===== src/ws_pkg.sv =====
// ~~~~~~~~~~~~~~~~~~~~
// shared types and constants for the WS2812 LED ring driver
// frame config layout, bit timing in 40 MHz cycles and ring geometry
// import into a module body, use scoped names in port lists
// ~~~~~~~~~~~~~~~~~~~~

package ws_pkg;

  // per-frame inputs
  typedef logic [11:0] led_mask_t;    // bit n lights LED n
  typedef logic [2:0]  colour_t;      // bit 0 green, bit 1 red, bit 2 blue
  typedef logic [7:0]  intensity_t;   // brightness byte, sent msb first

  // everything captured at frame_start
  typedef struct packed {
    led_mask_t  mask;       // lit LEDs
    colour_t    colour;     // enabled colours
    intensity_t intensity;  // byte sent for enabled colours
  } frame_cfg_t;

  // position counters used while walking a frame
  typedef logic [3:0] led_idx_t;      // LED 0..11
  typedef logic [1:0] colour_idx_t;   // 0 green, 1 red, 2 blue
  typedef logic [2:0] bit_idx_t;      // 7 down to 0

  // high/low phase counter inside one bit period
  typedef logic [5:0] phase_cnt_t;

  // ring geometry
  localparam int NUM_LEDS    = 12;    // LEDs on the ring
  localparam int NUM_COLOURS = 3;     // green, red, blue bytes per LED

  // bit waveform, cycles at 40 MHz (25 ns)
  localparam phase_cnt_t T1H = 6'd32; // one bit, high phase (800 ns)
  localparam phase_cnt_t T1L = 6'd18; // one bit, low phase (450 ns)
  localparam phase_cnt_t T0H = 6'd16; // zero bit, high phase (400 ns)
  localparam phase_cnt_t T0L = 6'd34; // zero bit, low phase (850 ns)

  // both symbols take the same time on the line
  localparam int BIT_CYCLES = 50;     // 1.25 us per bit

endpackage


===== src/ws_bit_encoder.sv =====
// ~~~~~~~~~~~~~~~~~~~~
// WS2812 bit encoder, one high phase then one low phase per bit
// sends back to back periods while enc_run is high, bit_val sampled
// at each period start, bit_next pulses in the last low cycle
// ~~~~~~~~~~~~~~~~~~~~

`timescale 1ns/10ps

module ws_bit_encoder (
  input  logic clk,
  input  logic rst,       // sync, active high
  input  logic enc_run,   // level, frame bits pending
  input  logic bit_val,   // current bit from the sequencer
  output logic led_dout,  // serial data line to the ring
  output logic bit_next   // pulse, period ends this cycle
);

  import ws_pkg::*;

  // the IDLE cycle in which enc_run is seen high is already
  // the first high cycle of the new period, so periods stay
  // back to back although the sequencer updates bit_val one
  // cycle after bit_next
  typedef enum logic {
    IDLE,
    SEND
  } enc_state_t;

  enc_state_t state;
  logic       in_high;    // high phase of the period
  logic       bit_one;    // bit sampled at period start
  phase_cnt_t cnt;        // cycles into the current phase
  phase_cnt_t high_last;  // last count of the high phase
  phase_cnt_t low_last;   // last count of the low phase

  assign high_last = (bit_one ? T1H : T0H) - phase_cnt_t'(1);
  assign low_last  = (bit_one ? T1L : T0L) - phase_cnt_t'(1);

  always_ff @(posedge clk) begin
    if (rst) begin
      state   <= IDLE;
      in_high <= 1'b0;
      cnt     <= '0;
    end else begin
      case (state)
        IDLE: begin
          if (enc_run) begin               // period starts this cycle
            state   <= SEND;
            in_high <= 1'b1;
            cnt     <= phase_cnt_t'(1);     // cycle 0 was spent in IDLE
          end
        end
        SEND: begin
          if (in_high) begin
            if (cnt == high_last) begin    // switch to low phase
              in_high <= 1'b0;
              cnt     <= '0;
            end else begin
              cnt <= cnt + phase_cnt_t'(1);
            end
          end else if (cnt == low_last) begin
            state <= IDLE;                 // enc_run decides next cycle
            cnt   <= '0;
          end else begin
            cnt <= cnt + phase_cnt_t'(1);
          end
        end
        default: state <= IDLE;
      endcase
    end
  end

  // symbol choice, held for the whole period
  always_ff @(posedge clk) begin
    if (state == IDLE && enc_run) begin
      bit_one <= bit_val;
    end
  end

  assign led_dout = (state == SEND) ? in_high : enc_run; // first cycle high when running
  assign bit_next = (state == SEND) && !in_high && (cnt == low_last);

endmodule


===== src/ws_latch_timer.sv =====
// ~~~~~~~~~~~~~~~~~~~~
// latch gap timer, holds off the next frame after the last bit
// armed by gap_start, gap_end pulses in the RESET_CYCLES-th cycle after
// ~~~~~~~~~~~~~~~~~~~~

`timescale 1ns/10ps

module ws_latch_timer #(
  parameter int unsigned RESET_CYCLES = 2000  // gap length, 1..2048 cycles
) (
  input  logic clk,
  input  logic rst,        // sync, active high
  input  logic gap_start,  // pulse, last bit just finished
  output logic gap_end     // pulse, last cycle of the gap
);

  // count down from the last index so gap_end is a plain compare
  localparam logic [10:0] GAP_LAST = 11'(RESET_CYCLES - 1);

  logic [10:0] gap_cnt;    // cycles left in the gap
  logic        gap_busy;   // gap in progress

  always_ff @(posedge clk) begin
    if (rst) begin
      gap_busy <= 1'b0;
      gap_cnt  <= '0;
    end else if (gap_start) begin
      gap_busy <= 1'b1;
      gap_cnt  <= GAP_LAST;               // first gap cycle is next
    end else if (gap_busy) begin
      if (gap_cnt == '0) begin
        gap_busy <= 1'b0;                 // done, wait for next arm
      end else begin
        gap_cnt <= gap_cnt - 11'd1;
      end
    end
  end

  assign gap_end = gap_busy && (gap_cnt == '0);

endmodule


===== src/ws_frame_sequencer.sv =====
// ~~~~~~~~~~~~~~~~~~~~
// frame sequencer, captures the frame config and walks LED, colour
// and bit positions, feeding one bit at a time to the encoder
// starts the latch timer after bit 287 and restarts on its end
// ~~~~~~~~~~~~~~~~~~~~

`timescale 1ns/10ps

module ws_frame_sequencer (
  input  logic               clk,
  input  logic               rst,          // sync, active high
  input  ws_pkg::frame_cfg_t cfg,          // live inputs, sampled per frame
  input  logic               bit_next,     // pulse from encoder
  input  logic               gap_end,      // pulse from latch timer
  output logic               enc_run,      // level, frame being sent
  output logic               bit_val,      // current bit on the line
  output logic               gap_start,    // pulse, start latch gap
  output logic               frame_start,  // pulse, cfg captured this cycle
  output logic               frame_done    // pulse, last gap cycle
);

  import ws_pkg::*;

  typedef enum logic [1:0] {
    LOAD,   // capture cfg, clear positions
    SEND,   // bits going out
    GAP     // line low, waiting on the timer
  } seq_state_t;

  localparam led_idx_t    LAST_LED = led_idx_t'(NUM_LEDS - 1);
  localparam colour_idx_t LAST_COL = colour_idx_t'(NUM_COLOURS - 1);
  localparam bit_idx_t    MSB_IDX  = 3'd7;          // bytes go msb first

  seq_state_t  state;
  frame_cfg_t  cfg_q;      // config of the frame on the line
  led_idx_t    led_idx;    // LED 0 goes first
  colour_idx_t col_idx;    // green, red, blue
  bit_idx_t    bit_idx;    // 7 down to 0
  logic        last_bit;   // bit 287 of the frame
  logic        capture;    // LOAD with frame_start up

  assign capture  = (state == LOAD) && frame_start;
  assign last_bit = (led_idx == LAST_LED) && (col_idx == LAST_COL) &&
                    (bit_idx == '0);

  // control path
  always_ff @(posedge clk) begin
    if (rst) begin
      state       <= LOAD;
      frame_start <= 1'b0;
      led_idx     <= '0;
      col_idx     <= '0;
      bit_idx     <= MSB_IDX;
    end else begin
      frame_start <= 1'b0;                      // default, one-cycle pulse
      case (state)
        LOAD: begin
          led_idx <= '0;
          col_idx <= '0;
          bit_idx <= MSB_IDX;
          if (frame_start) begin
            state <= SEND;                      // cfg_q loads on this edge
          end else begin
            frame_start <= 1'b1;                // only after reset, one settle cycle
          end
        end
        SEND: begin
          if (bit_next) begin
            if (bit_idx != '0) begin
              bit_idx <= bit_idx - bit_idx_t'(1);
            end else begin
              bit_idx <= MSB_IDX;               // byte done
              if (col_idx != LAST_COL) begin
                col_idx <= col_idx + colour_idx_t'(1);
              end else begin
                col_idx <= '0;                  // LED done
                if (led_idx != LAST_LED) begin
                  led_idx <= led_idx + led_idx_t'(1);
                end else begin
                  state <= GAP;                 // bit 287 finished
                end
              end
            end
          end
        end
        GAP: begin
          if (gap_end) begin
            state       <= LOAD;
            frame_start <= 1'b1;                // next frame right after the gap
          end
        end
        default: state <= LOAD;
      endcase
    end
  end

  // frame config, held until the next capture
  always_ff @(posedge clk) begin
    if (capture) begin
      cfg_q <= cfg;
    end
  end

  // lit LED and enabled colour and intensity bit
  assign bit_val = cfg_q.mask[led_idx] & cfg_q.colour[col_idx] &
                   cfg_q.intensity[bit_idx];

  assign enc_run    = (state == SEND);              // drops after bit 287
  assign gap_start  = (state == SEND) && bit_next && last_bit;
  assign frame_done = (state == GAP) && gap_end;

endmodule


===== src/led_ring_top.sv =====
// ~~~~~~~~~~~~~~~~~~~~
// top level of the 12 LED WS2812 ring driver, 40 MHz clock
// set RESET_CYCLES to the latch gap of the LED part in use
// ~~~~~~~~~~~~~~~~~~~~

`timescale 1ns/10ps

module led_ring_top #(
  parameter int unsigned RESET_CYCLES = 2000  // latch gap, 50 us at 40 MHz
) (
  input  logic               clk,
  input  logic               rst,          // sync, active high
  input  ws_pkg::led_mask_t  led_mask,     // lit LEDs, level
  input  ws_pkg::colour_t    colour,       // green/red/blue enables, level
  input  ws_pkg::intensity_t intensity,    // brightness, level
  output logic               led_dout,     // data line to the ring
  output logic               frame_start,  // pulse, inputs captured
  output logic               frame_done    // pulse, end of latch gap
);

  import ws_pkg::*;

  frame_cfg_t cfg;         // inputs as one bundle
  logic       enc_run;     // sequencer to encoder
  logic       bit_val;
  logic       bit_next;    // encoder to sequencer
  logic       gap_start;   // sequencer to timer
  logic       gap_end;     // timer to sequencer

  assign cfg.mask      = led_mask;
  assign cfg.colour    = colour;
  assign cfg.intensity = intensity;

  ws_frame_sequencer i_ws_frame_sequencer (
    .clk         (clk),
    .rst         (rst),
    .cfg         (cfg),
    .bit_next    (bit_next),
    .gap_end     (gap_end),
    .enc_run     (enc_run),
    .bit_val     (bit_val),
    .gap_start   (gap_start),
    .frame_start (frame_start),
    .frame_done  (frame_done)
  );

  ws_bit_encoder i_ws_bit_encoder (
    .clk      (clk),
    .rst      (rst),
    .enc_run  (enc_run),
    .bit_val  (bit_val),
    .led_dout (led_dout),
    .bit_next (bit_next)
  );

  ws_latch_timer #(
    .RESET_CYCLES (RESET_CYCLES)
  ) i_ws_latch_timer (
    .clk       (clk),
    .rst       (rst),
    .gap_start (gap_start),
    .gap_end   (gap_end)
  );

endmodule


===== config.mk =====
export PLATFORM = sky130hd
export DESIGN_NAME = led_ring_top
export DESIGN_NICKNAME = d
export VERILOG_FILES = /design/src/ws_pkg.sv /design/src/ws_bit_encoder.sv /design/src/ws_latch_timer.sv /design/src/ws_frame_sequencer.sv /design/src/led_ring_top.sv
export SDC_FILE = /design/constraint.sdc
export NUM_CORES = 1
export LEC_CHECK = 0
export ABC_AREA = 0
export BUFFER_PORTS_ARGS = -buffer_cell sky130_fd_sc_hd__buf_4
export CORE_MARGIN = 5
export CORE_UTILIZATION = 45
export DETAILED_ROUTE_END_ITERATION = 10
export GPL_TIMING_DRIVEN = 1
export HOLD_SLACK_MARGIN = 0.02
export PLACE_DENSITY = 0.7
export SETUP_SLACK_MARGIN = 0.05
export SLEW_MARGIN = 5
export SYNTH_ARGS = -nofsm -noshare
export SYNTH_HDL_FRONTEND = slang
export SYNTH_HIERARCHICAL = 1
export SYNTH_SLANG_ARGS = --single-unit

===== constraint.sdc =====
create_clock -name clk -period 4.1 [get_ports clk]
set_input_delay 0.82 -clock clk [delete_from_list [all_inputs] [get_ports clk]]
set_output_delay 0.82 -clock clk [all_outputs]
set_load 0.01 [all_outputs]

==> results of run 1 <==
## layout make-up
type                       instances  area share [%]
sequential                        56            45.0
multi-input combinational        174            39.9
timing repair buffer              27            6.70
tap                               75            3.10
clock buffer                       5            2.27
inverter                          13            1.61
clock inverter                     3            1.41
## sequential cells by signal, indices dropped and copies added (netlist names), 2 cells and up
name and cells:
i_ws_frame_sequencer/bit_idx 3, i_ws_latch_timer/gap_cnt 11, i_ws_frame_sequencer/col_idx 2, i_ws_frame_sequencer/led_idx 4
i_ws_bit_encoder/cnt 6, i_ws_frame_sequencer/state 2, i_ws_frame_sequencer/cfg_q 23
## how the worst max path moves through the flow
stage                                               from                                        to  slack, ns  cells past startpoint
floorplan           i_ws_bit_encoder/cnt[0]$_SDFFE_PP0P_  i_ws_latch_timer/gap_cnt[8]$_SDFFE_PP0P_       1.56                     11
global placement    i_ws_bit_encoder/cnt[0]$_SDFFE_PP0P_  i_ws_latch_timer/gap_cnt[8]$_SDFFE_PP0P_       1.13                     10
detailed placement  i_ws_bit_encoder/cnt[0]$_SDFFE_PP0P_  i_ws_latch_timer/gap_cnt[8]$_SDFFE_PP0P_        1.0                     10
CTS                 i_ws_bit_encoder/cnt[0]$_SDFFE_PP0P_  i_ws_latch_timer/gap_cnt[8]$_SDFFE_PP0P_       0.95                     10
global route        i_ws_bit_encoder/cnt[0]$_SDFFE_PP0P_  i_ws_latch_timer/gap_cnt[8]$_SDFFE_PP0P_       0.67                     10
finish              i_ws_bit_encoder/cnt[0]$_SDFFE_PP0P_  i_ws_latch_timer/gap_cnt[8]$_SDFFE_PP0P_       0.97                     10
## synth_stat cells (6+ instances only)
cell type,number
inv_1,12
nand3_1,8
nand4_1,9
a21oi_1,23
nand2b_1,6
nor2_1,11
nand2_1,17
a31oi_1,6
o21ai_0,10
edfxtp_1,24
nor3_1,9
ha_1,7
dfxtp_1,32
## stage by stage
step	hold slack [ns]	std cells	util (%)	worst slack (ns)
6_report	0.515	353	51.7	0.970
5_1_grt	0.537	353	51.7	0.670
4_1_cts	0.515	353	51.7	0.947
3_5_place_dp	0.494	345	49.8	0.998
3_3_place_gp	0.488	345	49.8	1.13
2_1_floorplan	0.462	253	-	1.56
## worst min-delay path, delay by kind of cell (launching register included)
family / cells / cell delay, ns
flip-flops: 1 / 0.36
AND/OR/NAND/NOR: 1 / 0.07
AO/OA/AOI/OAI: 1 / 0.05
## routing by layer
metal  up-vias  global-route usage, %  wire length [µm]
met5         -                      0                 0
met4         0                   4.53                59
met3         6                   3.12               167
met2        29                   24.2              2430
met1       916                   18.6              2290
li1        993                      -                 -
## power breakdown
part | total [W] | switching, W | internal [W] | leakage (nW)
combinational | 0.0000813 | 0.0000433 | 0.0000380 | 0.521
clock | 0.000356 | 0.000175 | 0.000181 | 0.0558
sequential | 0.000629 | 0.0000163 | 0.000613 | 0.484
total | 0.00107 | 0.000234 | 0.000832 | 1.06
## kinds of logic (layout without fill, tap and decap cells)
family / count (synthesis) / count (layout)
adders and majority gates: 7 / 7
muxes: 9 / 9
buffers and inverters: 23 / 48
DFF: 56 / 56
AOI/OAI and AO/OA: 55 / 55
xor gates and xnor gates: 4 / 4
and+or+nand+nor: 99 / 99
==> metrics.yaml, run 1 <==
synthesis:
  synthMuxAreaShare_pct: 5.29
  synthTopCellsByArea: "edfxtp_1 (27%), dfxtp_1 (24%), a21oi_1 (4.3%)"
  ys.flop_type: "dfxtp_1"
  syn_nets: 285
  yosysTopAreaCellShare_pct: 27.0
  synth.cell_area_um2: 2670
  synthSimpleGateAreaFrac_pct: 22.4
  synthCells: 253
  synth_top_family_by_area: "simple AND/OR/NAND/NOR gates"
  synth_compound_area_share_pct: 12.9
  avgSynthCellArea_um2: 10.6
  yosys.area_share.adder_pct: 3.28
  ys_warn_count: 6
  synth_xor_area_share_pct: 1.31
  synth_edf_count: 24
  synth_top_area_cell: "edfxtp_1"
  synthArstFlopShare_pct: 0
  ys_seq_area_share_pct: 51.0
  synth.distinct_cells: 58
  ys_seq_elements: 56
timing:
  fmax_mhz: 320
  tns_ns: 0
  worstMarginPinSlew_ns: 1.01
  setup_violations: 0
  post-route-min-period_ns: 3.13
  fin_skew_ns: 0.0106
  slew_headroom_pct: 32.6
  rsz0062_at_grt: "false"
  maxSlewViolCount: 0
  fin_crit_sh_pct: 76.3
  hold_viol: 0
finish:
  nFillCells: 533
  seqCellArea_um2: 1360
  drive_above_1_share_pct: 19.4
  area_delta_synth_final_pct: 13.3
  layout_commonest_cell: "dfxtp_1"
  multi_input_area_um2: 1210
  fin_area_um2: 3030
  diodes: 0
  final_nets: 309
  final_cell_mix: "dfxtp_1 (32), buf_4 (27), edfxtp_1 (24)"
critical_path:
  ff2ff_path_depth: 10
  path_buf_inv: 1
  critPathKind: "reg -> reg"
  regToRegStartpoint: "i_ws_bit_encoder/cnt[0]$_SDFFE_PP0P_"
  max_stage_delay_ns: 0.46
  end_kind: "flop"
  slowest_stage: "nor2_1"
  cp.arrival_ns: 3.37
  cp-start-kind: "flop"
  worstPathCellList: "ha_1 > nor4b_2 > o21ai_4 > nor2_2 > and4bb_1 > nand4_1 > nor2_1 > clkinv_1 > and4_1 > nor3_1"
  cp_top_family: "simple AND/OR/NAND/NOR gates"
  ff2ff_setup_slack_ns: 0.97
  timing.rr.end: "i_ws_latch_timer/gap_cnt[8]$_SDFFE_PP0P_"
  required_ns: 4.34
  cp_max_fo: 10
placed_design:
  gp_congestion: 0.803
  dpl.hpwl_um: 3500
  dpl_cell_area_um2: 2910
  port_buffers: 27
cts:
  post_cts_buffers: 0
  numCtsBuffers: 5
  clkSinkCount: 56
  ctsResizeCount: 0
  postCtsHoldBufs: 0
  cts_buffer_depth: 2
  cts_tree: "yes"
  clkTransAtPathRegs_ns: 0.10
  clk_latency_ns: 0.31
  ctsHtreeMaxLevel: 2
  cts-root-buf: "clkbuf_8"
floorplanning:
  dieArea_um2: 7580
  start_util_pct: 45.7
  ios: 28
  die_y_um: 87.0
  core_um2: 5850
  rows: 28
  die_x_um: 87.0
hold_path:
  hp-start: "i_ws_bit_encoder/in_high$_SDFFE_PP0P_"
  min_path_type: "reg -> reg"
  hold_path_end: "i_ws_bit_encoder/in_high$_SDFFE_PP0P_"
  min_path_cells: 2
global_route:
  antenna_found_initial: 0
  grtUsageTotal_pct: 14.4
  grt_pass1_vias: 1952
  globalRoute.totalOverflow: 0
  grt_pass1_wl_um: 8690
  grt_max_degree: 35
drt:
  routed_wl_um: 4950
  drtIter0Drc: 98
  dr.pass1.iters: 4
  routed_via_density: 5.51
  vias: 1944
  drcViolationCount: 0
  wire_per_inst_um: 14.0
  ant_nets: 0
power:
  p_leak_nw: 1.06
  irDropWorstVdd_uv: 240
  p_total_w: 0.00107
  p_per_area_nw_per_um2: 352
run:
  drv_cap: 0
run_status:
  status: "finished clean"
(Power assumes the default switching activity.)
==> inputs of run 2 (changes only) <==
==> constraint.sdc (replaced) <==
create_clock -name clk -period 3 [get_ports clk]
set_input_delay 0.6 -clock clk [delete_from_list [all_inputs] [get_ports clk]]
set_output_delay 0.6 -clock clk [all_outputs]
set_load 0.01 [all_outputs]
==> run 2 against run 1 <==
Net effect:
- sequential cell count unchanged
- die area unchanged
- wire length is 1.6% lower
- global-route usage down 0.93 points
==> metrics.yaml, run 2 (same netlist as run 1, synthesis figures left out) <==
finish:
  layout_commonest_cell: "dfxtp_1"
  final_cell_mix: "dfxtp_1 (32), buf_4 (30), edfxtp_1 (24)"
  final_util_pct: 51.7
  diodes: 0
  drive_above_1_share_pct: 20.6
  seqCellArea_um2: 1360
  area_delta_synth_final_pct: 13.2
  multi_input_area_um2: 1210
  largestRegisters: "i_ws_frame_sequencer/cfg_q x23, i_ws_latch_timer/gap_cnt x11, i_ws_bit_encoder/cnt x6"
  nFillCells: 507
  top_register: "i_ws_frame_sequencer/cfg_q"
  largest_reg_flops: 23
  final_nets: 312
cts:
  clk_latency_ns: 0.30
  post_cts_buffers: 0
  clkTransAtPathRegs_ns: 0.10
  cts_tree: "yes"
  cts_buffer_depth: 2
  ctsHtreeMaxLevel: 2
  cts-root-buf: "clkbuf_8"
  clkSinkCount: 56
  numCtsBuffers: 5
drt:
  wire_per_inst_um: 13.7
  wl_met3_um: 195
  vias: 1962
  dr.pass1.iters: 4
  highest_layer: "met4"
  routed_wl_um: 4870
  routed_via_density: 5.51
  drtIter0Drc: 115
  drcViolationCount: 0
  wl_met1_um: 2270
  ant_nets: 0
  wl_met2_um: 2350
placed_design:
  port_buffers: 27
  dpl.hpwl_um: 3560
  gp_congestion: 0.846
power:
  irDropWorstVdd_uv: 266
  p_total_w: 0.00137
  p_per_area_nw_per_um2: 453
  p_leak_nw: 1.06
timing:
  tns_ns: 0
  fmax_mhz: 384
  rsz0062_at_grt: "false"
  fin_skew_ns: 0.0107
  hold_viol: 0
  setup_violations: 0
  worstMarginPinSlew_ns: 0.517
  maxSlewViolCount: 0
  post-route-min-period_ns: 2.60
  hold_ws_ns: 0.466
  slew_headroom_pct: 65.3
  fin_crit_sh_pct: 86.7
floorplanning:
  dieArea_um2: 7580
  die_y_um: 87.0
  die_x_um: 87.0
  rows: 28
  core_um2: 5850
  start_util_pct: 45.7
  ios: 28
global_route:
  grt_pass1_vias: 1867
  globalRoute.totalOverflow: 0
  antenna_found_initial: 0
  grtUsageTotal_pct: 13.5
  grt_pass1_wl_um: 8110
  grt_max_degree: 35
critical_path:
  required_ns: 2.40
  cp.arrival_ns: 2.00
  critPathKind: "reg -> out"
  end_kind: "output pin"
  startpoint: "i_ws_latch_timer/gap_cnt[0]$_SDFFE_PP0P_"
  cp-start-kind: "flop"
  cp_max_fo: 5
  regToRegStartpoint: "i_ws_bit_encoder/cnt[0]$_SDFFE_PP0P_"
hold_path:
  min_path_type: "in -> reg"
  hp-start: "led_mask[4]"
run:
  drv_cap: 0
run_status:
  status: "finished clean"
## run 2: where the power goes
part           internal [W]  switching, W
Combinational     0.0000539     0.0000604
Sequential         0.000837     0.0000223
Clock              0.000163      0.000233
## run 2: final cells by class
cell class | count | area share [%]
flip-flops and latches | 56 | 45.0
repair buffers | 30 | 7.45
inverters | 13 | 1.61
clock inverters | 3 | 0.579
multi-input cells | 174 | 39.9
well taps | 75 | 3.10
clock buffers | 5 | 2.28
## run 2: worst max-delay path, cell delays in order, from the launching register on
cell	delay [ns]
dfxtp_1	0.32
inv_1	0.10
ha_1	0.17
nor2b_1	0.33
and3_1	0.28
and2_2	0.20
and3_1	0.18
buf_4	0.12
## run 2: final timing paths
path / slack [ns] / cells after the start / to
max: 0.40 / 7 / frame_done
min: 0.47 / 1 / i_ws_frame_sequencer/cfg_q[15]$_DFFE_PP_
max reg2reg: 0.47 / 11 / i_ws_latch_timer/gap_cnt[9]$_SDFFE_PP0P_
min reg2reg: 0.49 / 2 / i_ws_bit_encoder/cnt[1]$_SDFFE_PP0P_
## run 2: timing repair
item / CTS / global route
gates resized for setup: 0 / 1
hold buffers: 0 / 0
hold endpoints to repair: 0 / 0
endpoints found under the setup margin: 0 / 1
## run 2: per-stage QoR
stage / worst slack (ns) / cell area, µm² / instances
4_1_cts: 0.313 / 3020 / 356
3_5_place_dp: 0.332 / 2940 / 348
6_report: 0.399 / 3020 / 356
3_3_place_gp: 0.472 / 2940 / 348
5_1_grt: 0.224 / 3020 / 356
2_1_floorplan: 0.456 / 2670 / 253
## run 2: routing by layer
| layer | vias up | GRT usage [%] |
|---|---|---|
| met3 | 4 | 3.12 |
| met4 | 0 | 5.10 |
| met5 | - | 0 |
| met2 | 42 | 22.1 |
| met1 | 913 | 17.3 |
| li1 | 1003 | - |
